===== src/design/fpu_pkg.sv =====
package fpu_pkg;

  // ==========================================================================
  // Data widths
  // ==========================================================================

  // Two packed singles, low lane in [31:0].
  typedef logic [63:0] fp_data_t;

  // One single-precision lane.
  typedef logic [31:0] fp_lane_t;

  // Exception flags, laid out as in the control register.
  // Bits: invalid, denormal, divide-by-zero, overflow, underflow.
  typedef logic [4:0] fp_flags_t;

  localparam int flag_inv = 0;
  localparam int flag_dn  = 1;

  // Unit-of-work tag of the issuing instruction.
  typedef logic [5:0] fp_tag_t;

  // Zero is no forward, n picks bus n-1.
  typedef logic [2:0] fwd_sel_t;

  // Index of the lowest unmasked flag.
  typedef logic [2:0] exc_idx_t;

  // Tag in the upper bits, flag index below.
  typedef logic [8:0] ret_code_t;

  // ==========================================================================
  // Opcodes
  // ==========================================================================

  typedef enum logic [3:0] {
    fop_and   = 4'd0,
    fop_or    = 4'd1,
    fop_xor   = 4'd2,
    fop_andn  = 4'd3,   // a & ~b.
    fop_swap  = 4'd4,
    fop_dupl  = 4'd5,
    fop_duph  = 4'd6,
    fop_neg   = 4'd7,
    fop_abs   = 4'd8,
    fop_cmplt = 4'd9,
    fop_cmple = 4'd10,
    fop_cmpeq = 4'd11
  } fp_op_t;              // 12..15 illegal.

  // ==========================================================================
  // Single-precision field layout
  // ==========================================================================

  localparam int sgl_sign_bit = 31;
  localparam int sgl_qnan_bit = 22;

endpackage


===== src/design/fpu_result_if.sv =====
`timescale 1ns/1ps

// One result per valid strobe; fields only meaningful while valid is high.
interface fpu_result_if
  import fpu_pkg::*;
();

  logic      valid;
  fp_tag_t   tag;
  fp_data_t  res;
  fp_flags_t flags;

  modport prod (
    output valid,
    output tag,
    output res,
    output flags
  );

  modport cons (
    input valid,
    input tag,
    input res,
    input flags
  );

endinterface


===== src/design/fpu_operand_fwd.sv =====
`timescale 1ns/1ps

module fpu_operand_fwd
  import fpu_pkg::*;
#(
  parameter int NUM_FWD = 4
) (
  input  logic     clk,
  input  logic     rst,
  input  fwd_sel_t fwd_sel,
  input  fwd_sel_t fwdd_sel,
  input  fp_data_t port_data,
  input  fp_data_t fwd_bus [NUM_FWD],
  output fp_data_t operand
);

  // Copy of every bus as seen at the last edge.
  fp_data_t fwd_q [NUM_FWD];

  always_ff @(posedge clk) begin
    if (rst) begin
      for (int i = 0; i < NUM_FWD; i++) begin
        fwd_q[i] <= '0;
      end
    end else begin
      for (int i = 0; i < NUM_FWD; i++) begin
        fwd_q[i] <= fwd_bus[i];
      end
    end
  end

  // ==========================================================================
  // Operand select
  // ==========================================================================

  // Later assignments win, so the current bus overrides the delayed one.
  always_comb begin
    operand = port_data;
    for (int i = 0; i < NUM_FWD; i++) begin
      if (fwdd_sel == fwd_sel_t'(i + 1)) begin
        operand = fwd_q[i];
      end
    end
    for (int i = 0; i < NUM_FWD; i++) begin
      if (fwd_sel == fwd_sel_t'(i + 1)) begin
        operand = fwd_bus[i];
      end
    end
  end

endmodule


===== src/design/fpu_exec.sv =====
`timescale 1ns/1ps

module fpu_exec
  import fpu_pkg::*;
(
  input  logic     clk,
  input  logic     rst,
  input  logic     en,
  input  fp_op_t   op,
  input  logic     ord,
  input  fp_tag_t  tag,
  input  fp_data_t a,
  input  fp_data_t b,
  fpu_result_if.prod res_out
);

  fp_lane_t  a_lo;
  fp_lane_t  b_lo;
  logic      a_nan, b_nan, a_snan, b_snan;
  logic      a_dn, b_dn;
  logic      any_nan, both_zero;
  logic      cmp_eq, cmp_lt;
  logic      cmp_res;
  fp_data_t  res_d;
  fp_flags_t flags_d;

  assign a_lo = a[31:0];
  assign b_lo = b[31:0];

  // ==========================================================================
  // Low-lane classification
  // ==========================================================================

  assign a_nan  = (a_lo[30:23] == 8'hff) && (a_lo[22:0] != '0);
  assign b_nan  = (b_lo[30:23] == 8'hff) && (b_lo[22:0] != '0);
  assign a_snan = a_nan && !a_lo[sgl_qnan_bit];
  assign b_snan = b_nan && !b_lo[sgl_qnan_bit];
  assign a_dn   = (a_lo[30:23] == 8'h00) && (a_lo[22:0] != '0);
  assign b_dn   = (b_lo[30:23] == 8'h00) && (b_lo[22:0] != '0);

  assign any_nan   = a_nan || b_nan;
  assign both_zero = (a_lo[30:0] == '0) && (b_lo[30:0] == '0);

  // Sign-magnitude ordering; denormals compare exactly as encoded.
  always_comb begin
    cmp_eq = !any_nan && ((a_lo == b_lo) || both_zero);
    cmp_lt = 1'b0;
    if (!any_nan && !both_zero) begin
      if (a_lo[sgl_sign_bit] != b_lo[sgl_sign_bit]) begin
        cmp_lt = a_lo[sgl_sign_bit];
      end else if (a_lo[sgl_sign_bit]) begin
        cmp_lt = a_lo[30:0] > b_lo[30:0];
      end else begin
        cmp_lt = a_lo[30:0] < b_lo[30:0];
      end
    end
  end

  // ==========================================================================
  // Result select
  // ==========================================================================

  always_comb begin
    res_d   = '0;
    flags_d = '0;
    cmp_res = 1'b0;
    case (op)
      fop_and:   res_d = a & b;
      fop_or:    res_d = a | b;
      fop_xor:   res_d = a ^ b;
      fop_andn:  res_d = a & ~b;
      fop_swap:  res_d = {a[31:0], b[63:32]};
      fop_dupl:  res_d = {a[31:0], a[31:0]};
      fop_duph:  res_d = {a[63:32], a[63:32]};
      fop_neg:   res_d = a ^ 64'h8000_0000_8000_0000;
      fop_abs:   res_d = a & 64'h7fff_ffff_7fff_ffff;
      fop_cmplt, fop_cmple, fop_cmpeq: begin
        if (op == fop_cmplt) begin
          cmp_res = cmp_lt;
        end else if (op == fop_cmple) begin
          cmp_res = cmp_lt || cmp_eq;
        end else begin
          cmp_res = cmp_eq;
        end
        res_d              = {32'h0, {32{cmp_res}}};
        flags_d[flag_inv]  = a_snan || b_snan || (any_nan && ord);
        flags_d[flag_dn]   = a_dn || b_dn;
      end
      default: res_d = '0;  // Illegal opcode.
    endcase
  end

  always_ff @(posedge clk) begin
    if (rst) begin
      res_out.valid <= 1'b0;
    end else begin
      res_out.valid <= en;
    end
    res_out.tag   <= tag;
    res_out.res   <= res_d;
    res_out.flags <= flags_d;
  end

endmodule


===== src/design/fpu_result_pipe.sv =====
`timescale 1ns/1ps

module fpu_result_pipe
  import fpu_pkg::*;
#(
  parameter int PIPE_DEPTH = 2
) (
  input logic clk,
  input logic rst,
  fpu_result_if.cons in_if,
  fpu_result_if.prod out_if
);

  // Stage 0 is nearest the execute side.
  logic      vld_q   [PIPE_DEPTH];
  fp_tag_t   tag_q   [PIPE_DEPTH];
  fp_data_t  res_q   [PIPE_DEPTH];
  fp_flags_t flags_q [PIPE_DEPTH];

  always_ff @(posedge clk) begin
    if (rst) begin
      for (int i = 0; i < PIPE_DEPTH; i++) begin
        vld_q[i] <= 1'b0;
      end
    end else begin
      vld_q[0] <= in_if.valid;
      for (int i = 1; i < PIPE_DEPTH; i++) begin
        vld_q[i] <= vld_q[i-1];
      end
    end
    tag_q[0]   <= in_if.tag;
    res_q[0]   <= in_if.res;
    flags_q[0] <= in_if.flags;
    for (int i = 1; i < PIPE_DEPTH; i++) begin
      tag_q[i]   <= tag_q[i-1];
      res_q[i]   <= res_q[i-1];
      flags_q[i] <= flags_q[i-1];
    end
  end

  assign out_if.valid = vld_q[PIPE_DEPTH-1];
  assign out_if.tag   = tag_q[PIPE_DEPTH-1];
  assign out_if.res   = res_q[PIPE_DEPTH-1];
  assign out_if.flags = flags_q[PIPE_DEPTH-1];

endmodule


===== src/design/fpu_excpt_retire.sv =====
`timescale 1ns/1ps

module fpu_excpt_retire
  import fpu_pkg::*;
(
  input  logic      clk,
  input  logic      rst,
  fpu_result_if.cons in_if,
  input  fp_flags_t exc_en,
  output logic      res_valid,
  output fp_tag_t   res_tag,
  output fp_data_t  res_data,
  output logic      ret_en,
  output ret_code_t ret_code,
  output fp_flags_t sticky_flags
);

  fp_flags_t masked;
  exc_idx_t  low_idx;

  assign masked = in_if.flags & exc_en;

  // Lowest set bit wins, invalid first.
  always_comb begin
    low_idx = '0;
    for (int i = $bits(fp_flags_t) - 1; i >= 0; i--) begin
      if (masked[i]) begin
        low_idx = exc_idx_t'(i);
      end
    end
  end

  always_ff @(posedge clk) begin
    if (rst) begin
      res_valid    <= 1'b0;
      ret_en       <= 1'b0;
      ret_code     <= '0;
      sticky_flags <= '0;
    end else begin
      res_valid <= in_if.valid;
      ret_en    <= in_if.valid && (masked != '0);
      ret_code  <= '0;
      if (in_if.valid) begin
        sticky_flags <= sticky_flags | in_if.flags;
        if (masked != '0) begin
          ret_code <= {in_if.tag, low_idx};
        end
      end
    end
    if (in_if.valid) begin  // Payload held between results.
      res_tag  <= in_if.tag;
      res_data <= in_if.res;
    end
  end

endmodule


===== src/design/fpu_unit_top.sv =====
`timescale 1ns/1ps

module fpu_unit_top
  import fpu_pkg::*;
#(
  parameter int NUM_FWD    = 4,
  parameter int PIPE_DEPTH = 2
) (
  input  logic      clk,
  input  logic      rst,
  input  logic      issue_en,
  input  fp_op_t    issue_op,
  input  logic      issue_ord,
  input  fp_tag_t   issue_tag,
  input  fp_data_t  issue_a,
  input  fp_data_t  issue_b,
  input  fwd_sel_t  fwd_sel_a,
  input  fwd_sel_t  fwd_sel_b,
  input  fwd_sel_t  fwdd_sel_a,
  input  fwd_sel_t  fwdd_sel_b,
  input  fp_data_t  fwd_bus [NUM_FWD],
  input  fp_flags_t exc_en,
  output logic      res_valid,
  output fp_tag_t   res_tag,
  output fp_data_t  res_data,
  output logic      ret_en,
  output ret_code_t ret_code,
  output fp_flags_t sticky_flags
);

  fp_data_t opnd_a;
  fp_data_t opnd_b;

  fpu_result_if exec_if ();
  fpu_result_if pipe_if ();

  fpu_operand_fwd #(.NUM_FWD(NUM_FWD)) fwd_a_i (
    .clk(clk), .rst(rst), .fwd_sel(fwd_sel_a), .fwdd_sel(fwdd_sel_a),
    .port_data(issue_a), .fwd_bus(fwd_bus), .operand(opnd_a)
  );

  fpu_operand_fwd #(.NUM_FWD(NUM_FWD)) fwd_b_i (
    .clk(clk), .rst(rst), .fwd_sel(fwd_sel_b), .fwdd_sel(fwdd_sel_b),
    .port_data(issue_b), .fwd_bus(fwd_bus), .operand(opnd_b)
  );

  fpu_exec exec_i (
    .clk(clk), .rst(rst), .en(issue_en), .op(issue_op), .ord(issue_ord),
    .tag(issue_tag), .a(opnd_a), .b(opnd_b), .res_out(exec_if.prod)
  );

  fpu_result_pipe #(.PIPE_DEPTH(PIPE_DEPTH)) pipe_i (
    .clk(clk), .rst(rst), .in_if(exec_if.cons), .out_if(pipe_if.prod)
  );

  fpu_excpt_retire retire_i (
    .clk(clk), .rst(rst), .in_if(pipe_if.cons), .exc_en(exc_en),
    .res_valid(res_valid), .res_tag(res_tag), .res_data(res_data),
    .ret_en(ret_en), .ret_code(ret_code), .sticky_flags(sticky_flags)
  );

endmodule


===== config.mk =====
export PLATFORM = sky130hd
export DESIGN_NAME = fpu_unit_top
export DESIGN_NICKNAME = d
export VERILOG_FILES = /design/src/design/fpu_pkg.sv /design/src/design/fpu_result_if.sv /design/src/design/fpu_operand_fwd.sv /design/src/design/fpu_exec.sv /design/src/design/fpu_result_pipe.sv /design/src/design/fpu_excpt_retire.sv /design/src/design/fpu_unit_top.sv
export SDC_FILE = /design/constraint.sdc
export NUM_CORES = 1
export LEC_CHECK = 0
export BUFFER_PORTS_ARGS = -buffer_cell sky130_fd_sc_hd__buf_2
export CAP_MARGIN = 20
export CORE_ASPECT_RATIO = 0.9
export CORE_MARGIN = 5
export CORE_UTILIZATION = 45
export CTS_BUF_LIST = sky130_fd_sc_hd__clkbuf_16
export CTS_CLUSTER_DIAMETER = 100
export DETAILED_ROUTE_END_ITERATION = 16
export MAX_ROUTING_LAYER = met4
export PLACE_DENSITY = 0.76
export SLEW_MARGIN = 20
export SYNTH_ARGS = -nofsm -noshare
export SYNTH_HDL_FRONTEND = slang
export SYNTH_SLANG_ARGS = --single-unit

===== constraint.sdc =====
create_clock -name clk -period 4.9 [get_ports clk]
set_input_delay 0.98 -clock clk [delete_from_list [all_inputs] [get_ports clk]]
set_output_delay 0.98 -clock clk [all_outputs]
set_load 0.1 [all_outputs]

Word-level counts from Yosys, hierarchy flattened
Memories as Yosys holds them, arrays and structs flattened. A register that Yosys moved wholly into a read port is not among the register bits.
Index checks and enable logic that the tools add are counted.

word-level totals
  memories kept = 6
  memory bits (writable) = 664
  register bits after elaboration = 95

cells by class
  multiplexer cells = 39
  magnitude comparators = 2
  bitwise operators = 20
  eq/ne operators = 31
  reduce and logical (&&, ||, !) cells = 34

memory list
  memory          depth  width  rd ports  clocked after Yosys merged registers in  write ports  RTL line               source
  fwd_a_i.fwd_q   4      64     4         0                                        4            fpu_operand_fwd.sv:18  fp_data_t fwd_q [NUM_FWD];
  fwd_b_i.fwd_q   4      64     4         0                                        4            fpu_operand_fwd.sv:18
  pipe_i.res_q    2      64     2         1                                        2            fpu_result_pipe.sv:17  fp_data_t res_q [PIPE_DEPTH];
  pipe_i.tag_q    2      6      2         0                                        2            fpu_result_pipe.sv:16  fp_tag_t tag_q [PIPE_DEPTH];
  pipe_i.flags_q  2      5      2         0                                        2            fpu_result_pipe.sv:18  fp_flags_t flags_q [PIPE_DEPTH];
  pipe_i.vld_q    2      1      2         0                                        2            fpu_result_pipe.sv:15  logic vld_q [PIPE_DEPTH];

operators with widths
  cell                                                              count
  64-bit two-way mux                                                24
  64-bit one-hot mux with 10 select lines                           1
  64-bit AND                                                        2
  64-bit inverter                                                   1
  64-bit bitwise OR                                                 1
  64-bit bitwise XOR                                                1
  31-bit zero test                                                  2
  23-bit nonzero test                                               2
  32-bit == test                                                    1
  31-bit > comparator                                               1
  31-bit < comparator                                               1
  3-bit by 2-bit == test with 1-bit output (second input constant)  8
  4-bit by 3-bit == test with 1-bit output (second input constant)  4
  4-bit == test (second input constant)                             4
  8-bit == test (second input constant)                             2
  8-bit zero test                                                   2
  3-bit by 1-bit == test with 1-bit output (second input constant)  4
  3-bit == test (second input constant)                             4
  1-bit logical AND                                                 11
  1-bit two-way mux                                                 11
  1-bit bitwise OR                                                  10
  4-bit by 2-bit == test with 1-bit output (second input constant)  2
  7-bit OR reduction                                                1
  1-bit logical OR                                                  6
  other kinds (14)                                                  20

Longest topological paths before layout
  word-level depth = 19
  depth in mapped cells = 25

Modules after synthesis
A second synthesis with hierarchy kept.

unflattened totals
  cell total of the unflattened synthesis = 4,199
  area, all modules = 38,494.4 µm²

by module, submodules not included
  module            area each (µm²)  instances  cells each
  fpu_operand_fwd   12,781.0         2          1,492
  fpu_exec          6,698.9          1          870
  fpu_result_pipe   3,618.5          1          229
  fpu_excpt_retire  2,615.0          1          116

Worst setup path after synthesis
Ideal clock, no wire load.

  kind = in2reg
  from = input fwd_sel_b[1]
  to = register exec_i.res_out.res[14]
  path buffers = 4
  cell stages on the path = 19
  arrival = 4,919 ps
  slack = -157 ps
  cells stage by stage = buf_4 -> nor3b_2 -> buf_2 -> buf_1 -> a21oi_1 -> o21ai_0 -> o22ai_1 -> a211o_1 -> ha_1 -> or4_1 -> or4_1 -> nor3_1 -> o21bai_1 -> a21oi_1 -> o21bai_1 -> mux2i_1 -> o21ai_2 -> buf_4 -> o2111ai_1

on the way
  cells in the longest elaborated chain, start to end = 15

ends and longest elaborated chain
  what                                                                         RTL line               source
  start, declared                                                              fpu_unit_top.sv:18     input fwd_sel_t fwd_sel_b,
  3-bit by 1-bit == test with 1-bit output                                     fpu_operand_fwd.sv:45  if (fwd_sel == fwd_sel_t'(i + 1)) begin
  64-bit two-way mux (3 in a row)                                              fpu_operand_fwd.sv:45
  64-bit two-way mux *                                                         fpu_operand_fwd.sv:45
  parallel branches: the longest is 9 deep, another holds 31-bit < comparator  --
  64-bit one-hot mux with 10 select lines *                                    fpu_exec.sv:67         case (op)
  via exec_i.res_d[14]                                                         fpu_exec.sv:24         fp_data_t res_d;
  end signal, assigned                                                         fpu_exec.sv:100        res_out.res <= res_d;
  end, declared                                                                fpu_result_if.sv:16    output res,

Mark *: on every way through the listed nets, which the timed path passes.
A chain may end at the register's enable or synchronous reset.

Final worst setup path
  from = input fwd_sel_b[0]
  to = register exec_i.res_out.res[0]

Same word-level chain as after synthesis.

==> reports/qor.csv <==
stage,metric,value,unit
global_routing,use_met3,11.26,%
drt,drcViolationCount,0,
drt,wl,137900,um
yosys,synth_top_area_share,32.27,%
critical_path,r2r_cells,17,
global_routing,gr-usage-all-layers,37.24,%
timing,finalCriticalPeriod,4.687,ns
drt,drt-initial-drc-count,4695,
yosys,ys_seq_elements,556,
pwr,p_leak,16.22,nW
global_routing,antenna_found_initial,24,
critical_path,end_kind,flop,
hold_path,min-delay-start,pipe_i.res_q[0][60],
yosys,synth_cell_types,79,
finish,final_core_util,57.67,%
critical_path,startpoint,fwd_sel_b[0],
finish,final_cell_area,38510,um2
yosys,yosysMostFrequentCell,dfxtp_1,
floorplanning,die_y,255.6,um
run,cap_viol_max_count,0,
pwr,ir_drop,0.0002915,V
timing,finalSetupViolCount,0,
finish,final_cell_count_no_fill,5080,
yosys,synth_common_cells,"486 x dfxtp_1, 391 x nor2b_1, 294 x a21oi_1",
placement,io_buffers,492,
drt,routedWlPerCell,27.15,um
critical_path,critPathKind,in -> reg,
yosys,synth.largest_area_cell,dfxtp_1,
timing,max_slew.worst_pin.slew,1.091,ns
global_routing,grt_overflow,0,
cts,cts_hold_buf,0,
placement,gp_congestion,1.077,
critical_path,critical_path.max_fanout,27,
timing,slew_viol_final,0,
drt,ant_nets,0,
yosys,syn_avg_cell_area,8.839,um2
timing,fmax,0.2134,GHz
yosys,syn-cell-area,30150,um2
critical_path,worstReg2RegStart,fwd_b_i.fwd_q[0][20],
status,outcome,"complete, no violations",
finish,drive_gt1_share,27.24,%
timing,hold_viol_final,0,
placement,dpl.hpwl,103600,um
floorplanning,io_pins,501,
timing,finalCritPeriodShare,95.65,%
critical_path,rrSetupSlack,0.66,ns
cts,htreeDepth,2,
finish,finalNetCount,4641,
global_routing,met2_usage,51.62,%
cts,cts_tree,done,
floorplanning,coreArea,66780,um2
pwr,powerDensity,343.7,nW/um2
critical_path,start_kind,input pin,
yosys,synth_area_leaders,"dfxtp_1 32%, nor2b_1 8.1%, edfxtp_1 7.0%",
placement,pre_cts_slack,-0.4108,ns
floorplanning,die_x,282.8,um
cts,cts_sinks,556,
drt,first_pass_iters,8,
yosys,yosysWarningCount,0,
timing,skew,0.03422,ns
timing,max_slew_margin,26.71,%
drt,vias,32020,
yosys,ys.flop_type,dfxtp_1,
finish,syn_to_final_growth,27.72,%
cts,cts-root-buf,clkbuf_16,
critical_path,cp-endpoint,exec_i.res_out.res[0],
critical_path,cp.arrival,5.19,ns
cts,clkTransAtPathRegs,0.06,ns
floorplanning,start_util,45.15,%
yosys,syn_inst,3411,
placement,dp_cells,4944,
hold_path,hp-class,reg -> reg,
cts,clock_latency,0.66,ns
global_routing,busiest_layer,met2,
yosys,synth_edf_count,70,
hold_path,min_path_cells,0,
cts,cts_buffer_depth,3,
floorplanning,num_rows,90,
global_routing,grt_pass1_vias,30180,
placement,placed_area,36450,um2
global_routing,grt_max_degree,92,
yosys,seq_area_frac_synth,39.24,%
critical_path,worstReg2RegEnd,exec_i.res_out.res[0],
cts,cts_made_buffers,58,
floorplanning,die_area,72280,um2
global_routing,grtUsageMet1,49.36,%
drt,vias_per_cell,6.304,
yosys,synth_async_sr_flop_share,0,%
cts,ctsResizeCount,0,
critical_path,worstPathRequired,5.41,ns
timing,final.setup.worst_slack,0.2130,ns
global_routing,grt_pass1_wl,198900,um
timing,rsz0062_at_grt,false,
==> worst min-delay path by stage <==
stage                            to  slack (ns)
2_1_floorplan  pipe_i.flags_q[0][0]        0.31
3_3_place_gp     pipe_i.tag_q[0][8]        0.31
3_5_place_dp    pipe_i.res_q[0][63]        0.31
4_1_cts         pipe_i.res_q[1][60]        0.30
5_1_grt         pipe_i.res_q[0][63]        0.30
6_report        pipe_i.res_q[1][60]        0.32
==> sequential cells by signal, summed over array words and instances, names as in the netlist <==
name and flops:
retire_i.res_data 64, exec_i.res_out.flags 2, retire_i.ret_en 1, fwd_b_i.fwd_q 128
exec_i.res_out.tag 6, exec_i.res_out.valid 1, exec_i.res_out.res 64, retire_i.ret_code 7
pipe_i.flags_q 4, pipe_i.res_q 128, pipe_i.vld_q 2, pipe_i.tag_q 12
retire_i.res_tag 6, retire_i.res_valid 1, fwd_a_i.fwd_q 128, retire_i.sticky_flags 2
==> cell type report <==
class | count | area (um2)
flip-flops and latches | 556 | 11840
multi-input cells | 2462 | 16820
inverters | 84 | 315.3
well taps | 874 | 1094
clock buffers | 58 | 1451
diodes | 25 | 62.56
clock inverters | 52 | 540.5
repair buffers | 969 | 6387
fillers | 5991 | 28270
==> placed cells by master, fill, tap and decap left out, drive strengths merged, types with 13 or more instances in the layout <==
cell and count:
buf 968, dfxtp 486, nor2b 391, a21oi 295, nor2 221, o21ai 198, mux2i 150, o211ai 112
nand2 110, a22oi 105, o22ai 98, ha 95, inv 87, a211oi 72, edfxtp 70, clkbuf 59
a221oi 51, a221o 40, o22a 40, clkinv 38, o221ai 37, nor3b 34, a22o 32, nand3b 31
nor3 26, diode 25, o31ai 25, mux2 24, xnor2 24, nand2b 24, and2 15, a2bb2oi 15
xor2 15, a2111oi 13
==> kinds of logic after synthesis <==
family                     after synthesis  synth area share (%)
AOI/OAI and AO/OA                     1233                 27.70
and+or+nand+nor                        913                 16.60
DFF                                    556                 39.24
buffers and inverters                  397                 5.362
muxes                                  174                 5.876
adders and majority gates               98                 4.042
xor gates and xnor gates                39                 1.158
other                                    1               0.01244
==> per-stage QoR <==
step	power [mW]	setup TNS, ns	hold WS, ns
after floorplan	6.913	0	0.3096
after global placement	8.550	-10.60	0.3112
after detailed placement	8.596	-12.48	0.3121
after CTS	13.16	0	0.3003
after global routing	13.68	0	0.3035
final	13.23	0	0.3164
==> worst max-delay path: stages <==
cell and delay [ns]:
buf_2 0.35, buf_4 0.25, or3b_2 0.55, buf_4 0.18
o221a_2 0.12, o31ai_1 0.40, buf_4 0.23, ha_1 0.24
inv_1 0.13, o211ai_1 0.18, a21o_1 0.20, a2111o_1 0.38
and3_1 0.20, o21bai_1 0.12, mux2i_1 0.10, o21ai_2 0.20
buf_12 0.22, o2111ai_1 0.13
==> report_power, final <==
| part | switching (mW) | internal (mW) | total (mW) |
|---|---|---|---|
| clock network | 1.99 | 2.60 | 4.59 |
| logic | 2.04 | 1.40 | 3.44 |
| registers | 0.177 | 5.02 | 5.20 |
| total | 4.21 | 9.03 | 13.2 |
==> repair_timing <==
item                       in CTS  in global routing
setup buffers                   0                  1
hold endpoints to repair        0                  0
setup endpoints to repair       0                  5
==> metal layers <==
metal	wire length, um	share of wire, %
met1	54040	39
met2	55900	41
met3	18790	14
met4	9175	6.7
met5	0	0
No activity file was read; power rests on OpenSTA's default activity.
